### src/bcdAdderPkg.sv
package bcdAdderPkg;

    //////////////////////////////////////////////////
    // Widths
    //////////////////////////////////////////////////

    // Opcode field
    localparam int OP_W = 3;

    // Binary operand A or B, 0 to 255
    localparam int OPERAND_W = 8;

    // Sum and the binary value handed to conversion, 0 to 510
    localparam int SUM_W = 9;

    // One BCD digit
    localparam int DIGIT_W = 4;

    // Hundreds, tens, ones
    localparam int DISPLAY_W = 12;
    localparam int NUM_DIGITS = DISPLAY_W / DIGIT_W;

    // Largest legal digit values
    localparam int DIGIT_MAX = 9;
    localparam int HUNDREDS_MAX = 5;

    // Command to acknowledge, one register per stage
    localparam int PIPE_DEPTH = 3;

    //////////////////////////////////////////////////
    // Command opcodes
    //////////////////////////////////////////////////

    typedef enum logic [OP_W-1:0]
    {
        OP_INIT        = 3'd0,  // clear A, B, sum and display
        OP_LOAD_A      = 3'd1,
        OP_LOAD_B      = 3'd2,
        OP_ADD         = 3'd3,  // sum = A + B
        OP_SHOW_A      = 3'd4,
        OP_SHOW_B      = 3'd5,
        OP_SHOW_SUM_LO = 3'd6,  // tens and ones of the sum
        OP_SHOW_SUM_HI = 3'd7   // hundreds of the sum
    } bcdOp;

endpackage

### src/bcdOperandStage.sv
`timescale 1ns/1ps

module bcdOperandStage import bcdAdderPkg::*;
(
    input  logic                 CLK,
    input  logic                 rstN,
    input  logic                 cmdValid,
    input  bcdOp                 cmdOp,
    input  logic [OPERAND_W-1:0] cmdData,
    output logic                 s1Valid,
    output bcdOp                 s1Op,
    output logic [SUM_W-1:0]     s1Value
);

    // Operand and result registers
    logic [OPERAND_W-1:0] opA;
    logic [OPERAND_W-1:0] opB;
    logic [SUM_W-1:0]     sumReg;

    // Binary value picked for a show command
    logic [SUM_W-1:0]     showValue;

    //////////////////////////////////////////////////
    // Command execution
    //////////////////////////////////////////////////

    always_ff @(posedge CLK)
    begin
        if (!rstN)
        begin
            opA    <= '0;
            opB    <= '0;
            sumReg <= '0;
        end
        else if (cmdValid)
        begin
            case (cmdOp)
                OP_INIT:
                begin
                    opA    <= '0;
                    opB    <= '0;
                    sumReg <= '0;
                end
                OP_LOAD_A: opA <= cmdData;
                OP_LOAD_B: opB <= cmdData;
                // Nine bits so 255 + 255 keeps its carry
                OP_ADD:    sumReg <= SUM_W'(opA) + SUM_W'(opB);
                default:   ;
            endcase
        end
    end

    //////////////////////////////////////////////////
    // Value forwarded to conversion
    //////////////////////////////////////////////////

    // Sees registers as written by the previous command
    always_comb
    begin
        case (cmdOp)
            OP_SHOW_A:      showValue = SUM_W'(opA);
            OP_SHOW_B:      showValue = SUM_W'(opB);
            OP_SHOW_SUM_LO: showValue = sumReg;
            OP_SHOW_SUM_HI: showValue = sumReg;
            default:        showValue = '0;
        endcase
    end

    // Valid is control, opcode and value are payload
    always_ff @(posedge CLK)
    begin
        if (!rstN)
            s1Valid <= 1'b0;
        else
            s1Valid <= cmdValid;
    end

    always_ff @(posedge CLK)
    begin
        s1Op    <= cmdOp;
        s1Value <= showValue;
    end

    // Caller must present a known opcode with every command
    assert property (@(posedge CLK) disable iff (!rstN)
        cmdValid |-> !$isunknown(cmdOp));

endmodule

### src/bcdConvertStage.sv
`timescale 1ns/1ps

module bcdConvertStage import bcdAdderPkg::*;
(
    input  logic               CLK,
    input  logic               rstN,
    input  logic               s1Valid,
    input  bcdOp               s1Op,
    input  logic [SUM_W-1:0]   s1Value,
    output logic               s2Valid,
    output bcdOp               s2Op,
    output logic [DIGIT_W-1:0] s2Hundreds,
    output logic [DIGIT_W-1:0] s2Tens,
    output logic [DIGIT_W-1:0] s2Ones
);

    // Hundreds in the top nibble, ones in the bottom
    logic [DISPLAY_W-1:0] bcdWork;

    //////////////////////////////////////////////////
    // Double dabble
    //////////////////////////////////////////////////

    // One pass per input bit, MSB first
    always_comb
    begin
        bcdWork = '0;
        for (int i = SUM_W - 1; i >= 0; i--)
        begin
            // Add three to any digit of five or more before the shift
            for (int d = 0; d < NUM_DIGITS; d++)
            begin
                if (bcdWork[d*DIGIT_W +: DIGIT_W] > DIGIT_W'(4))
                    bcdWork[d*DIGIT_W +: DIGIT_W] =
                        bcdWork[d*DIGIT_W +: DIGIT_W] + DIGIT_W'(3);
            end
            // Shift next binary bit into the ones digit
            bcdWork = {bcdWork[DISPLAY_W-2:0], s1Value[i]};
        end
    end

    //////////////////////////////////////////////////
    // Stage register
    //////////////////////////////////////////////////

    always_ff @(posedge CLK)
    begin
        if (!rstN)
            s2Valid <= 1'b0;
        else
            s2Valid <= s1Valid;
    end

    // Digits travel with their opcode
    always_ff @(posedge CLK)
    begin
        s2Op       <= s1Op;
        s2Hundreds <= bcdWork[2*DIGIT_W +: DIGIT_W];
        s2Tens     <= bcdWork[DIGIT_W +: DIGIT_W];
        s2Ones     <= bcdWork[0 +: DIGIT_W];
    end

    // Every digit handed on is a decimal digit
    assert property (@(posedge CLK) disable iff (!rstN)
        s2Valid |-> (s2Hundreds <= DIGIT_W'(DIGIT_MAX)) &&
                    (s2Tens <= DIGIT_W'(DIGIT_MAX)) &&
                    (s2Ones <= DIGIT_W'(DIGIT_MAX)));

    // Nine-bit sum tops out at 510
    assert property (@(posedge CLK) disable iff (!rstN)
        s2Valid |-> s2Hundreds <= DIGIT_W'(HUNDREDS_MAX));

endmodule

### src/bcdDisplayStage.sv
`timescale 1ns/1ps

module bcdDisplayStage import bcdAdderPkg::*;
(
    input  logic                 CLK,
    input  logic                 rstN,
    input  logic                 s2Valid,
    input  bcdOp                 s2Op,
    input  logic [DIGIT_W-1:0]   s2Hundreds,
    input  logic [DIGIT_W-1:0]   s2Tens,
    input  logic [DIGIT_W-1:0]   s2Ones,
    output logic [DISPLAY_W-1:0] display,
    output logic                 ack,
    output bcdOp                 ackOp
);

    //////////////////////////////////////////////////
    // Display word and acknowledge
    //////////////////////////////////////////////////

    always_ff @(posedge CLK)
    begin
        if (!rstN)
        begin
            display <= '0;
            ack     <= 1'b0;
        end
        else
        begin
            // One ack per command leaving stage 2
            ack <= s2Valid;
            if (s2Valid)
            begin
                case (s2Op)
                    OP_INIT:        display <= '0;
                    OP_SHOW_A,
                    OP_SHOW_B:      display <= {s2Hundreds, s2Tens, s2Ones};
                    // Low two digits, top digit blanked to zero
                    OP_SHOW_SUM_LO: display <= {{DIGIT_W{1'b0}}, s2Tens, s2Ones};
                    // Hundreds moved down to the ones position
                    OP_SHOW_SUM_HI: display <= {{2*DIGIT_W{1'b0}}, s2Hundreds};
                    // Loads and add keep the last shown value
                    default:        ;
                endcase
            end
        end
    end

    // Echo of the opcode, meaningful only with ack
    always_ff @(posedge CLK)
    begin
        ackOp <= s2Op;
    end

    // Display moves only together with an acknowledge
    assert property (@(posedge CLK) disable iff (!rstN)
        (display != $past(display)) |-> ack);

endmodule

### src/bcdAdder.sv
`timescale 1ns/1ps

module bcdAdder import bcdAdderPkg::*;
(
    input  logic                 CLK,
    input  logic                 rstN,
    input  logic                 cmdValid,
    input  bcdOp                 cmdOp,
    input  logic [OPERAND_W-1:0] cmdData,
    output logic [DISPLAY_W-1:0] display,
    output logic                 ack,
    output bcdOp                 ackOp
);

    // Stage 1 to stage 2
    logic               s1Valid;
    bcdOp               s1Op;
    logic [SUM_W-1:0]   s1Value;

    // Stage 2 to stage 3
    logic               s2Valid;
    bcdOp               s2Op;
    logic [DIGIT_W-1:0] s2Hundreds;
    logic [DIGIT_W-1:0] s2Tens;
    logic [DIGIT_W-1:0] s2Ones;

    //////////////////////////////////////////////////
    // Pipeline
    //////////////////////////////////////////////////

    // Execute command, pick binary value
    bcdOperandStage i_bcdOperandStage
    (
        .CLK      (CLK),
        .rstN     (rstN),
        .cmdValid (cmdValid),
        .cmdOp    (cmdOp),
        .cmdData  (cmdData),
        .s1Valid  (s1Valid),
        .s1Op     (s1Op),
        .s1Value  (s1Value)
    );

    // Binary to three BCD digits
    bcdConvertStage i_bcdConvertStage
    (
        .CLK        (CLK),
        .rstN       (rstN),
        .s1Valid    (s1Valid),
        .s1Op       (s1Op),
        .s1Value    (s1Value),
        .s2Valid    (s2Valid),
        .s2Op       (s2Op),
        .s2Hundreds (s2Hundreds),
        .s2Tens     (s2Tens),
        .s2Ones     (s2Ones)
    );

    // Digit select and acknowledge
    bcdDisplayStage i_bcdDisplayStage
    (
        .CLK        (CLK),
        .rstN       (rstN),
        .s2Valid    (s2Valid),
        .s2Op       (s2Op),
        .s2Hundreds (s2Hundreds),
        .s2Tens     (s2Tens),
        .s2Ones     (s2Ones),
        .display    (display),
        .ack        (ack),
        .ackOp      (ackOp)
    );

endmodule

### config.mk
export PLATFORM = sky130hd
export DESIGN_NAME = bcdAdder
export DESIGN_NICKNAME = d
export VERILOG_FILES = /design/src/bcdAdderPkg.sv /design/src/bcdOperandStage.sv /design/src/bcdConvertStage.sv /design/src/bcdDisplayStage.sv /design/src/bcdAdder.sv
export SDC_FILE = /design/constraint.sdc
export NUM_CORES = 1
export LEC_CHECK = 0
export ABC_AREA = 1
export BUFFER_PORTS_ARGS = -buffer_cell sky130_fd_sc_hd__clkbuf_2
export CORE_MARGIN = 2
export CORE_UTILIZATION = 47
export DETAILED_ROUTE_END_ITERATION = 10
export GPL_TIMING_DRIVEN = 0
export PLACE_DENSITY = 0.65
export SLEW_MARGIN = 20
export SYNTH_ARGS = -nofsm -noshare
export SYNTH_HDL_FRONTEND = slang
export SYNTH_SLANG_ARGS = --single-unit
### constraint.sdc
create_clock -name CLK -period 4.98 [get_ports CLK]
set_input_delay 1.245 -clock CLK [delete_from_list [all_inputs] [get_ports CLK]]
set_output_delay 1.245 -clock CLK [all_outputs]
set_load 0.03 [all_outputs]
==> summary.txt, run 1 <==
Outcome
  • Status: complete, no violations

Place
  • Gp weighted congestion: 0.864
  • PortBufs: 28
  • Dpl cell area: 3740 um^2
  • DP HPWL: 5370 um

Final layout
  • Area growth syn-to-layout: 13.0%
  • Fillers: 750
  • Fraction of final layout cells sized beyond drive strength 1: 15.5%
  • Number of antenna diodes: 0
  • Layout Nets: 573
  • Final Cell Area: 3920 um^2

Clock tree
  • CTS max path bufs: 2
  • Worst-skew pair later-pin latency: 0.35 ns
  • TritonCTS Buffers: 9
  • Clock Sinks: 68
  • Post-CTS Setup Bufs: 0
  • Root Driver: clkbuf_8
  • H-tree levels: 3
  • Hold_buf cts: 0
  • Clock Pin Slew Worst Setup and Hold Paths: 0.08 ns
  • TritonCTS clock tree: done
  • PostCTS Resize Cnt: 0

GRT
  • Initial antenna violation count: 0
  • Met2 Usage GRT: 32.8%
  • First-pass GRT wire length: 12000 um
  • Met1 GRT Util: 21.0%
  • Met3 Usage GRT: 4.78%
  • Most used routing layer in global routing: met2
  • Grt total ovfl: 0
  • Total track usage: 18.2%
  • Largest net degree at the start of global routing: 14
  • Vias in the first global route: 2822

Timing
  • Measured slew at the worst slew-check pin: 0.748 ns
  • FMAX: 283 MHz
  • Sum Neg Setup Slack: 0 ns
  • Final min period: 3.53 ns
  • Final setup viols: 0
  • Crit share post-route: 70.9%
  • Skew final: 0.00972 ns
  • Slew headroom: 50.1%
  • Max Slew Vio Count: 0
  • RSZ-0062 raised after global routing: no
  • Final Hold Fails: 0

Worst setup path
  • Slowest CP cell: dfxtp_1
  • Slowest stage delay, CP: 0.34 ns
  • Critical Path AT: 3.78 ns
  • CP endpoint kind: register
  • Critical path class: register to register
  • Startpoint Class: register
  • Most Frequent Cell on Critical Path: nand2_1
  • Worst endpoint required time: 5.23 ns
  • Maximum net fanout on the critical path: 5

Logic synthesis
  • Post-synthesis cell type count: 31
  • Top cell type's share of synthesized area: 39.2%
  • Syn Area/Cell: 6.97 um^2
  • Most common cell in the synthesized netlist: nand2_1
  • Ys async rst share: 0%
  • Post-synth EDFFs: 0
  • Dominant synthesized flop cell: dfxtp_1
  • Ys Warns: 0
  • Synth area leaders: dfxtp_1 39%, nand2_1 18%, ha_1 7.2%, inv_1 7.1%, a21oi_1 6.1%
  • #FFs+latches synth: 68
  • Cell Area, Synth: 3470 um^2
  • Post-Syn Nets: 533
  • Register area share after synthesis: 39.2%
  • Cells after Synth: 498
  • Post-synth top area cell: dfxtp_1
  • Top cells by count, synth: 163 x nand2_1, 68 x dfxtp_1, 66 x inv_1

Floorplanning
  • Core region area: 7210 um^2
  • Die Ht: 89.9 um
  • Die area: 8090 um^2
  • Initial core utilization: 48.1%
  • Die width: 89.9 um
  • Row count: 31
  • Number of I/O pins: 30

Drt
  • Post-DRT Antenna Nets: 0
  • DRC: 0
  • Vias per cell: 4.74
  • Initial DRT Pass Iterations: 4
  • Final wirelength: 6880 um
  • Avg WL per Cell: 10.7 um
  • Iteration-0 DRC Markers: 69
  • Via count of the routed design: 3046

Pwr
  • Reg power frac: 54.9%
  • LEAKAGE: 1.92 nW
  • Switching pwr: 0.000266 W
  • Switching share of power: 26.0%
  • Logic gate share of total power: 6.3%
  • Clk network pwr share: 38.8%
  • Maximum vdd ir drop: 192 uV
  • Cell area power density: 261 nW/um^2
  • P_int: 0.000756 W

Min path
  • Hold Crit Class: register to register

Job
  • Max cap viols: 0
layout make-up:
| class | count | area (um^2) | area share, % |
|---|---|---|---|
| repair buffers | 29 | 145 | 3.70 |
| clock inverters | 7 | 51.3 | 1.31 |
| well taps | 99 | 124 | 3.16 |
| inverters | 75 | 282 | 7.18 |
| flip-flops and latches | 68 | 1360 | 34.7 |
| clock buffers | 9 | 124 | 3.16 |
| plain buffers | 5 | 22.5 | 0.575 |
| multi-input cells | 350 | 1810 | 46.2 |
sequential cells by signal (all words and copies together) (netlist names):
register / count
i_bcdOperandStage.opA: 8
i_bcdConvertStage.s2Ones: 4
i_bcdDisplayStage.display: 11
i_bcdOperandStage.s1Valid: 1
i_bcdOperandStage.s1Op: 3
i_bcdConvertStage.s2Hundreds: 3
i_bcdConvertStage.s2Tens: 4
i_bcdOperandStage.s1Value: 9
i_bcdOperandStage.opB: 8
i_bcdOperandStage.sumReg: 9
i_bcdDisplayStage.ackOp: 3
i_bcdDisplayStage.ack: 1
i_bcdConvertStage.s2Op: 3
i_bcdConvertStage.s2Valid: 1
worst max-delay path: cells and delay by family, from the launching register on:
family,cells,cell delay [ns]
AND/OR/NAND/NOR,17,1.30
adder cells (fa/ha/maj),5,1.07
buffers and inverters,8,0.44
flip-flops,1,0.34
AO/OA/AOI/OAI,2,0.24
final timing paths:
kind / from / endpoint / slack [ns] / cells after the start
setup reg to reg: i_bcdOperandStage.s1Value[7] / i_bcdConvertStage.s2Hundreds[0] / 1.45 / 32
setup / recovery: i_bcdOperandStage.s1Value[7] / i_bcdConvertStage.s2Hundreds[0] / 1.45 / 32
hold reg to reg: i_bcdOperandStage.s1Op[1] / i_bcdConvertStage.s2Op[1] / 0.32 / 0
hold / removal: i_bcdOperandStage.s1Op[1] / i_bcdConvertStage.s2Op[1] / 0.32 / 0
power groups by stage:
stage / Combinational, W / Sequential [W] / Clock, W
6_report: 0.0000639 / 0.000561 / 0.000397
5_1_grt: 0.0000725 / 0.000562 / 0.000438
4_1_cts: 0.0000640 / 0.000561 / 0.000413
3_5_place_dp: 0.0000639 / 0.000574 / 0
3_3_place_gp: 0.0000622 / 0.000574 / 0
2_1_floorplan: 0.0000377 / 0.000577 / 0
cell families (layout without fill, tap and decap cells):
logic type               Yosys count  in the layout  share of synthesized area, %
adder cells (fa/ha/maj)           21             21                          7.79
AND/OR/NAND/NOR                  257            257                          33.0
buffers and inverters             80            125                          8.76
XOR/XNOR                           1              1                         0.252
AO/OA/AOI/OAI                     70             70                          10.9
flip-flops                        68             68                          39.2
other                              1              1                         0.108
layout by cell type, fill, tap and decap left out, drive strengths merged, types with 4 or more instances in the layout:
cell	instances
nand2	180
inv	76
dfxtp	68
a21oi	43
nand3	43
clkbuf	40
nor2	30
o21ai	25
ha	20
clkinv	4
per-layer routing:
| layer | share of wire, % | vias to the layer above |
|---|---|---|
| li1 | - | 1643 |
| met1 | 46 | 1359 |
| met2 | 49 | 35 |
| met3 | 3.4 | 9 |
| met4 | 1.3 | 0 |
| met5 | 0 | - |
metrics by stage:
step	worst slack, ns	instances	power, W	util (%)	hold slack, ns
floorplan	1.81	498	0.000614	-	0.310
global placement	1.55	625	0.000636	51.8	0.313
detailed placement	1.44	626	0.000638	51.9	0.312
CTS	1.42	642	0.00104	54.3	0.321
global route	0.920	642	0.00107	54.3	0.337
finish	1.45	642	0.00102	54.3	0.322
(Power assumes the default switching activity.)
==> run 2: changes to the inputs <==
==> constraint.sdc (replaced) <==
create_clock -name CLK -period 3.45 [get_ports CLK]
set_input_delay 0.8625 -clock CLK [delete_from_list [all_inputs] [get_ports CLK]]
set_output_delay 0.8625 -clock CLK [all_outputs]
set_load 0.03 [all_outputs]
==> run 2 against run 1 <==
Effect of this change:
- critical path depth unchanged
- flip-flop and latch count unchanged
- critical endpoint is now i_bcdConvertStage.s2Tens[0]
- clock skew about the same
==> summary.txt, run 2 (same netlist as run 1, synthesis figures left out) <==
Outcome
  • Status: complete, no violations

Drt
  • Via count of the routed design: 3159 (+3.7%)
  • Post-DRT Antenna Nets: 0 (unchanged)
  • Vias per cell: 4.84 (+2.0%)
  • Avg WL per Cell: 11.2 um (+4.2%)
  • Iteration-0 DRC Markers: 110 (+59%)
  • DRC: 0 (unchanged)
  • Final wirelength: 7290 um (+6.0%)
  • Initial DRT Pass Iterations: 4 (unchanged)

Worst setup path
  • Reg2Reg Depth: 32 (unchanged)
  • Reg2reg start: i_bcdOperandStage.s1Value[7]
  • Maximum net fanout on the critical path: 5 (unchanged)
  • CP endpoint kind: register
  • Slowest stage delay, CP: 0.33 ns (about the same)
  • Worst endpoint required time: 3.75 ns (-1.48 ns)
  • Startpoint Class: register
  • Most Frequent Cell on Critical Path: inv_2
  • Critical Path AT: 3.55 ns (-0.23 ns)
  • Critical path class: register to register
  • Reg2Reg Setup Slack: 0.20 ns (-1.25 ns)
  • Reg2Reg Capture Point: i_bcdConvertStage.s2Tens[0]
  • Slowest CP cell: dfxtp_2

Min path
  • Hold Crit Class: register to register
  • Hold depth: 0 (unchanged)
  • Hold Path End: i_bcdConvertStage.s2Op[1]
  • Hold_sp: i_bcdOperandStage.s1Op[1]

Timing
  • Worst hold-check slack: 0.322 ns (+0.0000230 ns)
  • Final Hold Fails: 0 (unchanged)
  • Sum Neg Setup Slack: 0 ns (unchanged)
  • Setup slack after layout: 0.199 ns (-1.25 ns)
  • Final setup viols: 0 (unchanged)
  • FMAX: 308 MHz (+8.6%)
  • Crit share post-route: 94.2% (+23 points)
  • Measured slew at the worst slew-check pin: 0.773 ns (+0.0254 ns)
  • Final min period: 3.25 ns (-0.279 ns)
  • Skew final: 0.00960 ns (-0.000116 ns)
  • Slew headroom: 48.5% (-1.7 points)
  • Max Slew Vio Count: 0 (unchanged)

Clock tree
  • TritonCTS Buffers: 9 (unchanged)
  • Worst-skew pair later-pin latency: 0.35 ns (about the same)
  • Clock Sinks: 68 (unchanged)
  • CTS max path bufs: 2 (unchanged)
  • Root Driver: clkbuf_8
  • H-tree levels: 3 (unchanged)
  • TritonCTS clock tree: done
  • Clock Pin Slew Worst Setup and Hold Paths: 0.08 ns (about the same)

GRT
  • Initial antenna violation count: 0 (unchanged)
  • Vias in the first global route: 2833 (+0.39%)
  • First-pass GRT wire length: 12000 um (+0.40%)
  • Largest net degree at the start of global routing: 14 (unchanged)
  • Grt total ovfl: 0 (unchanged)
  • Total track usage: 18.3% (+0.054 points)

Place
  • Gp weighted congestion: 0.864 (unchanged)
  • Pre-CTS setup slack: -0.0927 ns (-1.53 ns)
  • PortBufs: 28 (unchanged)
  • DP HPWL: 5370 um (unchanged)
  • Dpl cell area: 3740 um^2 (unchanged)

Pwr
  • Cell area power density: 357 nW/um^2 (+37%)
  • LEAKAGE: 1.98 nW (+3.2%)
  • Maximum vdd ir drop: 277 uV (+44%)
  • PnR Total Power: 0.00148 W (+45%)

Final layout
  • Number of antenna diodes: 0 (unchanged)
  • Layout Nets: 584 (+1.9%)
  • Final Cell Area: 4150 um^2 (+5.9%)
  • Commonest non-fill, non-tap cells in the layout: 151 x nand2_1, 66 x dfxtp_1, 60 x inv_1
  • Area growth syn-to-layout: 19.7%
  • Fraction of final layout cells sized beyond drive strength 1: 22.9% (+7.5 points)
  • Commonest non-fill, non-tap cell in the layout: nand2_1
  • Max FFs per register: 11 (unchanged)
  • Top flop regs: i_bcdDisplayStage.display x11, i_bcdOperandStage.s1Value x9, i_bcdOperandStage.sumReg x9
  • Biggest register: i_bcdDisplayStage.display

Floorplanning
  • Initial core utilization: 48.1% (unchanged)
  • Die width: 89.9 um (unchanged)
  • Core region area: 7210 um^2 (unchanged)
  • Die area: 8090 um^2 (unchanged)
  • Die Ht: 89.9 um (unchanged)
  • Row count: 31 (unchanged)
  • Number of I/O pins: 30 (unchanged)

Job
  • Max cap viols: 0 (unchanged)
-- run 2: cell types whose count changed in the layout (fill, tap and decap cells not counted), sizes merged --
cell and delta:
buf +11
-- run 2: how the worst max path moves through the flow --
| stage | start | endpoint | slack, ns | cells past startpoint |
|---|---|---|---|---|
| after floorplan | i_bcdOperandStage.s1Value[6] | i_bcdConvertStage.s2Tens[1] | 0.28 | 29 |
| after global placement | i_bcdOperandStage.s1Value[6] | i_bcdConvertStage.s2Hundreds[0] | 0.02 | 30 |
| after detailed placement | i_bcdOperandStage.s1Value[7] | i_bcdConvertStage.s2Hundreds[0] | -0.09 | 32 |
| after CTS | i_bcdOperandStage.s1Value[7] | i_bcdConvertStage.s2Hundreds[0] | 0.01 | 36 |
| after global routing | i_bcdOperandStage.s1Value[7] | i_bcdConvertStage.s2Hundreds[0] | -0.06 | 34 |
| final | i_bcdOperandStage.s1Value[7] | i_bcdConvertStage.s2Tens[0] | 0.20 | 32 |
-- run 2: what timing repair did --
| item | CTS | global route |
|---|---|---|
| pin swaps | 0 | 18 |
| setup buffers | 0 | 11 |
| resized for setup | 4 | 39 |
| hold buffers | 0 | 0 |
| endpoints found under the setup margin | 6 | 8 |
-- run 2: layer usage --
layer	track usage, %	vias up	routed length (um)	part of all wire, %
met5	0	-	0	0
met4	5.90	0	148	2.0
met3	4.78	16	219	3.0
met2	33.0	42	3690	51
met1	21.1	1433	3240	44
li1	-	1668	-	-
-- run 2: where the power goes --
| part | internal, W | switching (W) | leakage [nW] | total (W) |
|---|---|---|---|---|
| Clock | 0.000263 | 0.000309 | 0.0860 | 0.000573 |
| Sequential | 0.000801 | 0.00000924 | 0.554 | 0.000810 |
| Combinational | 0.0000309 | 0.0000668 | 1.34 | 0.0000977 |
-- run 2: critical path: cells and delay by family, from the launching register on --
kind	cells	cell delay (ns)
and+or+nand+nor	18	1.47
DFF	1	0.33
adders and majority gates	4	0.63
AOI/OAI and AO/OA	1	0.24
buffers and inverters	9	0.53
-- run 2: layout make-up --
class | count | area, um^2
multi-input combinational | 350 | 1960
sequential | 68 | 1360
clock inverter | 7 | 51.3
buffer | 5 | 22.5
fill | 726 | 3060
timing repair buffer | 40 | 228
tap | 99 | 124
clock buffer | 9 | 124
inverter | 75 | 284
-- run 2: through the flow --
step / instances / util, %
floorplan: 498 / -
global placement: 625 / 51.8
detailed placement: 626 / 51.9
CTS: 642 / 54.6
global route: 653 / 57.6
finish: 653 / 57.6
==> run 3: changes to the inputs <==
--- a/config.mk
+++ b/config.mk
@@ -8,10 +8,10 @@
 export ABC_AREA = 1
 export BUFFER_PORTS_ARGS = -buffer_cell sky130_fd_sc_hd__clkbuf_2
 export CORE_MARGIN = 2
-export CORE_UTILIZATION = 47
+export CORE_UTILIZATION = 30
+export CTS_BUF_LIST = sky130_fd_sc_hd__clkbuf_4
 export DETAILED_ROUTE_END_ITERATION = 10
 export GPL_TIMING_DRIVEN = 0
-export PLACE_DENSITY = 0.65
 export SLEW_MARGIN = 20
 export SYNTH_ARGS = -nofsm -noshare
 export SYNTH_HDL_FRONTEND = slang
==> run 3 against run 2 <==
Effect of this change:
- cell count grew 6.4%
- critical endpoint is now i_bcdConvertStage.s2Hundreds[0]
- critical path type unchanged
- largest power group unchanged
- combinational power up 0.6%
- clock skew grew 0.0046 ns
==> summary.txt, run 3 (same netlist as run 1, synthesis figures left out) <==
Floorplanning
  • Die Ht: 112 um (+24%)
  • Die width: 112 um (+24%)
  • Die area: 12400 um^2 (+54%)
  • Row count: 39 (+26%)
  • Number of I/O pins: 30 (unchanged)
  • Core region area: 11400 um^2 (+58%)
  • Initial core utilization: 30.5% (-18 points)

Place
  • Gp weighted congestion: 0.822 (-4.8%)
  • PortBufs: 28 (unchanged)
  • Dpl cell area: 3800 um^2 (+1.5%)
  • DP HPWL: 5690 um (+5.9%)
  • Pre-CTS setup slack: -0.129 ns (-0.0362 ns)

Final layout
  • Area of the multi-input gates: 2000 um^2 (+2.1%)
  • Top flop regs: i_bcdDisplayStage.display x11, i_bcdOperandStage.s1Value x9, i_bcdOperandStage.sumReg x9
  • Commonest non-fill, non-tap cells in the layout: 144 x nand2_1, 66 x dfxtp_1, 59 x inv_1
  • Register area: 1360 um^2 (unchanged)
  • Fillers: 1172 (+61%)
  • Final Cell Area: 4200 um^2 (+1.1%)
  • Number of antenna diodes: 0 (unchanged)
  • Commonest non-fill, non-tap cell in the layout: nand2_1
  • Biggest register: i_bcdDisplayStage.display
  • Max FFs per register: 11 (unchanged)
  • Area growth syn-to-layout: 21.0%
  • Layout Nets: 582 (-0.34%)
  • Fraction of final layout cells sized beyond drive strength 1: 24.6% (+1.7 points)

GRT
  • Grt total ovfl: 0 (unchanged)
  • First-pass GRT wire length: 12800 um (+6.5%)
  • Largest net degree at the start of global routing: 13 (-1)
  • Total track usage: 12.6% (-5.7 points)
  • Vias in the first global route: 2946 (+4.0%)
  • Initial antenna violation count: 0 (unchanged)

Worst setup path
  • Critical path class: register to register
  • Slowest stage delay, CP: 0.36 ns (+0.03 ns)
  • Most Frequent Cell on Critical Path: nand2_2
  • Slowest CP cell: dfxtp_2
  • Critical Path AT: 3.64 ns (+0.09 ns)
  • Worst endpoint required time: 3.81 ns (+0.06 ns)
  • Reg2Reg Depth: 34 (+6.3%)
  • CP endpoint kind: register
  • Maximum net fanout on the critical path: 5 (unchanged)
  • Startpoint Class: register

Timing
  • Final setup viols: 0 (unchanged)
  • Final Hold Fails: 0 (unchanged)
  • Measured slew at the worst slew-check pin: 0.760 ns (-0.0127 ns)
  • Max Slew Vio Count: 0 (unchanged)
  • Setup slack after layout: 0.175 ns (-0.0242 ns)
  • Crit share post-route: 94.9% (+0.70 points)
  • Worst hold-check slack: 0.336 ns (+0.0140 ns)
  • Skew final: 0.0142 ns (+0.00463 ns)
  • Final min period: 3.28 ns (+0.0242 ns)
  • Slew headroom: 49.3% (+0.85 points)
  • FMAX: 305 MHz (-0.74%)

Clock tree
  • TritonCTS Buffers: 9 (unchanged)
  • Clock Pin Slew Worst Setup and Hold Paths: 0.11 ns (+0.03 ns)
  • TritonCTS clock tree: done
  • Root Driver: clkbuf_4
  • H-tree levels: 3 (unchanged)
  • Clock Sinks: 68 (unchanged)
  • Worst-skew pair later-pin latency: 0.41 ns (+0.06 ns)
  • Hold_buf cts: 0 (unchanged)
  • CTS max path bufs: 2 (unchanged)

Pwr
  • Cell area power density: 336 nW/um^2 (-5.7%)
  • LEAKAGE: 1.96 nW (-1.1%)
  • PnR Total Power: 0.00141 W (-4.7%)
  • Maximum vdd ir drop: 330 uV (+19%)

Drt
  • Iteration-0 DRC Markers: 126 (+15%)
  • DRC: 0 (unchanged)
  • Vias per cell: 4.52 (-6.5%)
  • Post-DRT Antenna Nets: 0 (unchanged)
  • Via count of the routed design: 3144 (-0.47%)
  • Avg WL per Cell: 11.2 um (+0.45%)
  • Initial DRT Pass Iterations: 4 (unchanged)
  • Final wirelength: 7800 um (+6.9%)

Min path
  • Hold Crit Class: register to register
  • Hold depth: 0 (unchanged)

Job
  • Max cap viols: 0 (unchanged)

Outcome
  • Status: complete, no violations
-- run 3: per-stage QoR --
step	TNS [ns]	instances	utilization [%]
2_1_floorplan	0	498	-
3_3_place_gp	0	669	33.3
3_5_place_dp	-0.488	670	33.4
4_1_cts	0	687	35.1
5_1_grt	-0.394	695	36.9
6_report	0	695	36.9
-- run 3: report_power, final --
group / internal (W) / switching (W) / total, W
registers: 0.000801 / 0.00000999 / 0.000811
logic: 0.0000308 / 0.0000674 / 0.0000983
clock network: 0.000217 / 0.000285 / 0.000501
-- run 3: critical path: cells and delay by family (launching register included) --
family,cells,cell delay [ns]
and+or+nand+nor,19,1.59
adders and majority gates,4,0.65
buffers and inverters,11,0.60
DFF,1,0.36
-- run 3: final cells by class --
class / count / share of cell area, %
plain buffers: 5 / 0.537
clock buffers: 9 / 1.61
clock inverters: 7 / 1.61
inverters: 75 / 6.77
multi-input cells: 350 / 47.6
flip-flops and latches: 68 / 32.5
well taps: 143 / 4.26
repair buffers: 38 / 5.13
-- run 3: routing by layer --
metal | share of wire (%) | track usage (%) | up-vias
li1 | - | - | 1658
met2 | 51 | 21.6 | 43
met3 | 3.3 | 3.92 | 8
met1 | 45 | 15.0 | 1435
met4 | 0.90 | 4.03 | 0
met5 | 0 | 0 | -
-- run 3: final timing paths --
path,start,slack (ns),endpoint
max,i_bcdOperandStage.s1Value[6],0.17,i_bcdConvertStage.s2Hundreds[0]
min,i_bcdOperandStage.s1Value[0],0.34,i_bcdConvertStage.s2Ones[0]
max reg2reg,i_bcdOperandStage.s1Value[6],0.17,i_bcdConvertStage.s2Hundreds[0]
min reg2reg,i_bcdOperandStage.s1Value[0],0.34,i_bcdConvertStage.s2Ones[0]
-- run 3: what timing repair did --
action	4_1_cts	5_1_grt
setup endpoints to repair	8	8
cloned	0	0
gates resized for setup	8	48
endpoints found under the hold margin	0	0
pin swaps	1	18
buffers inserted	1	8
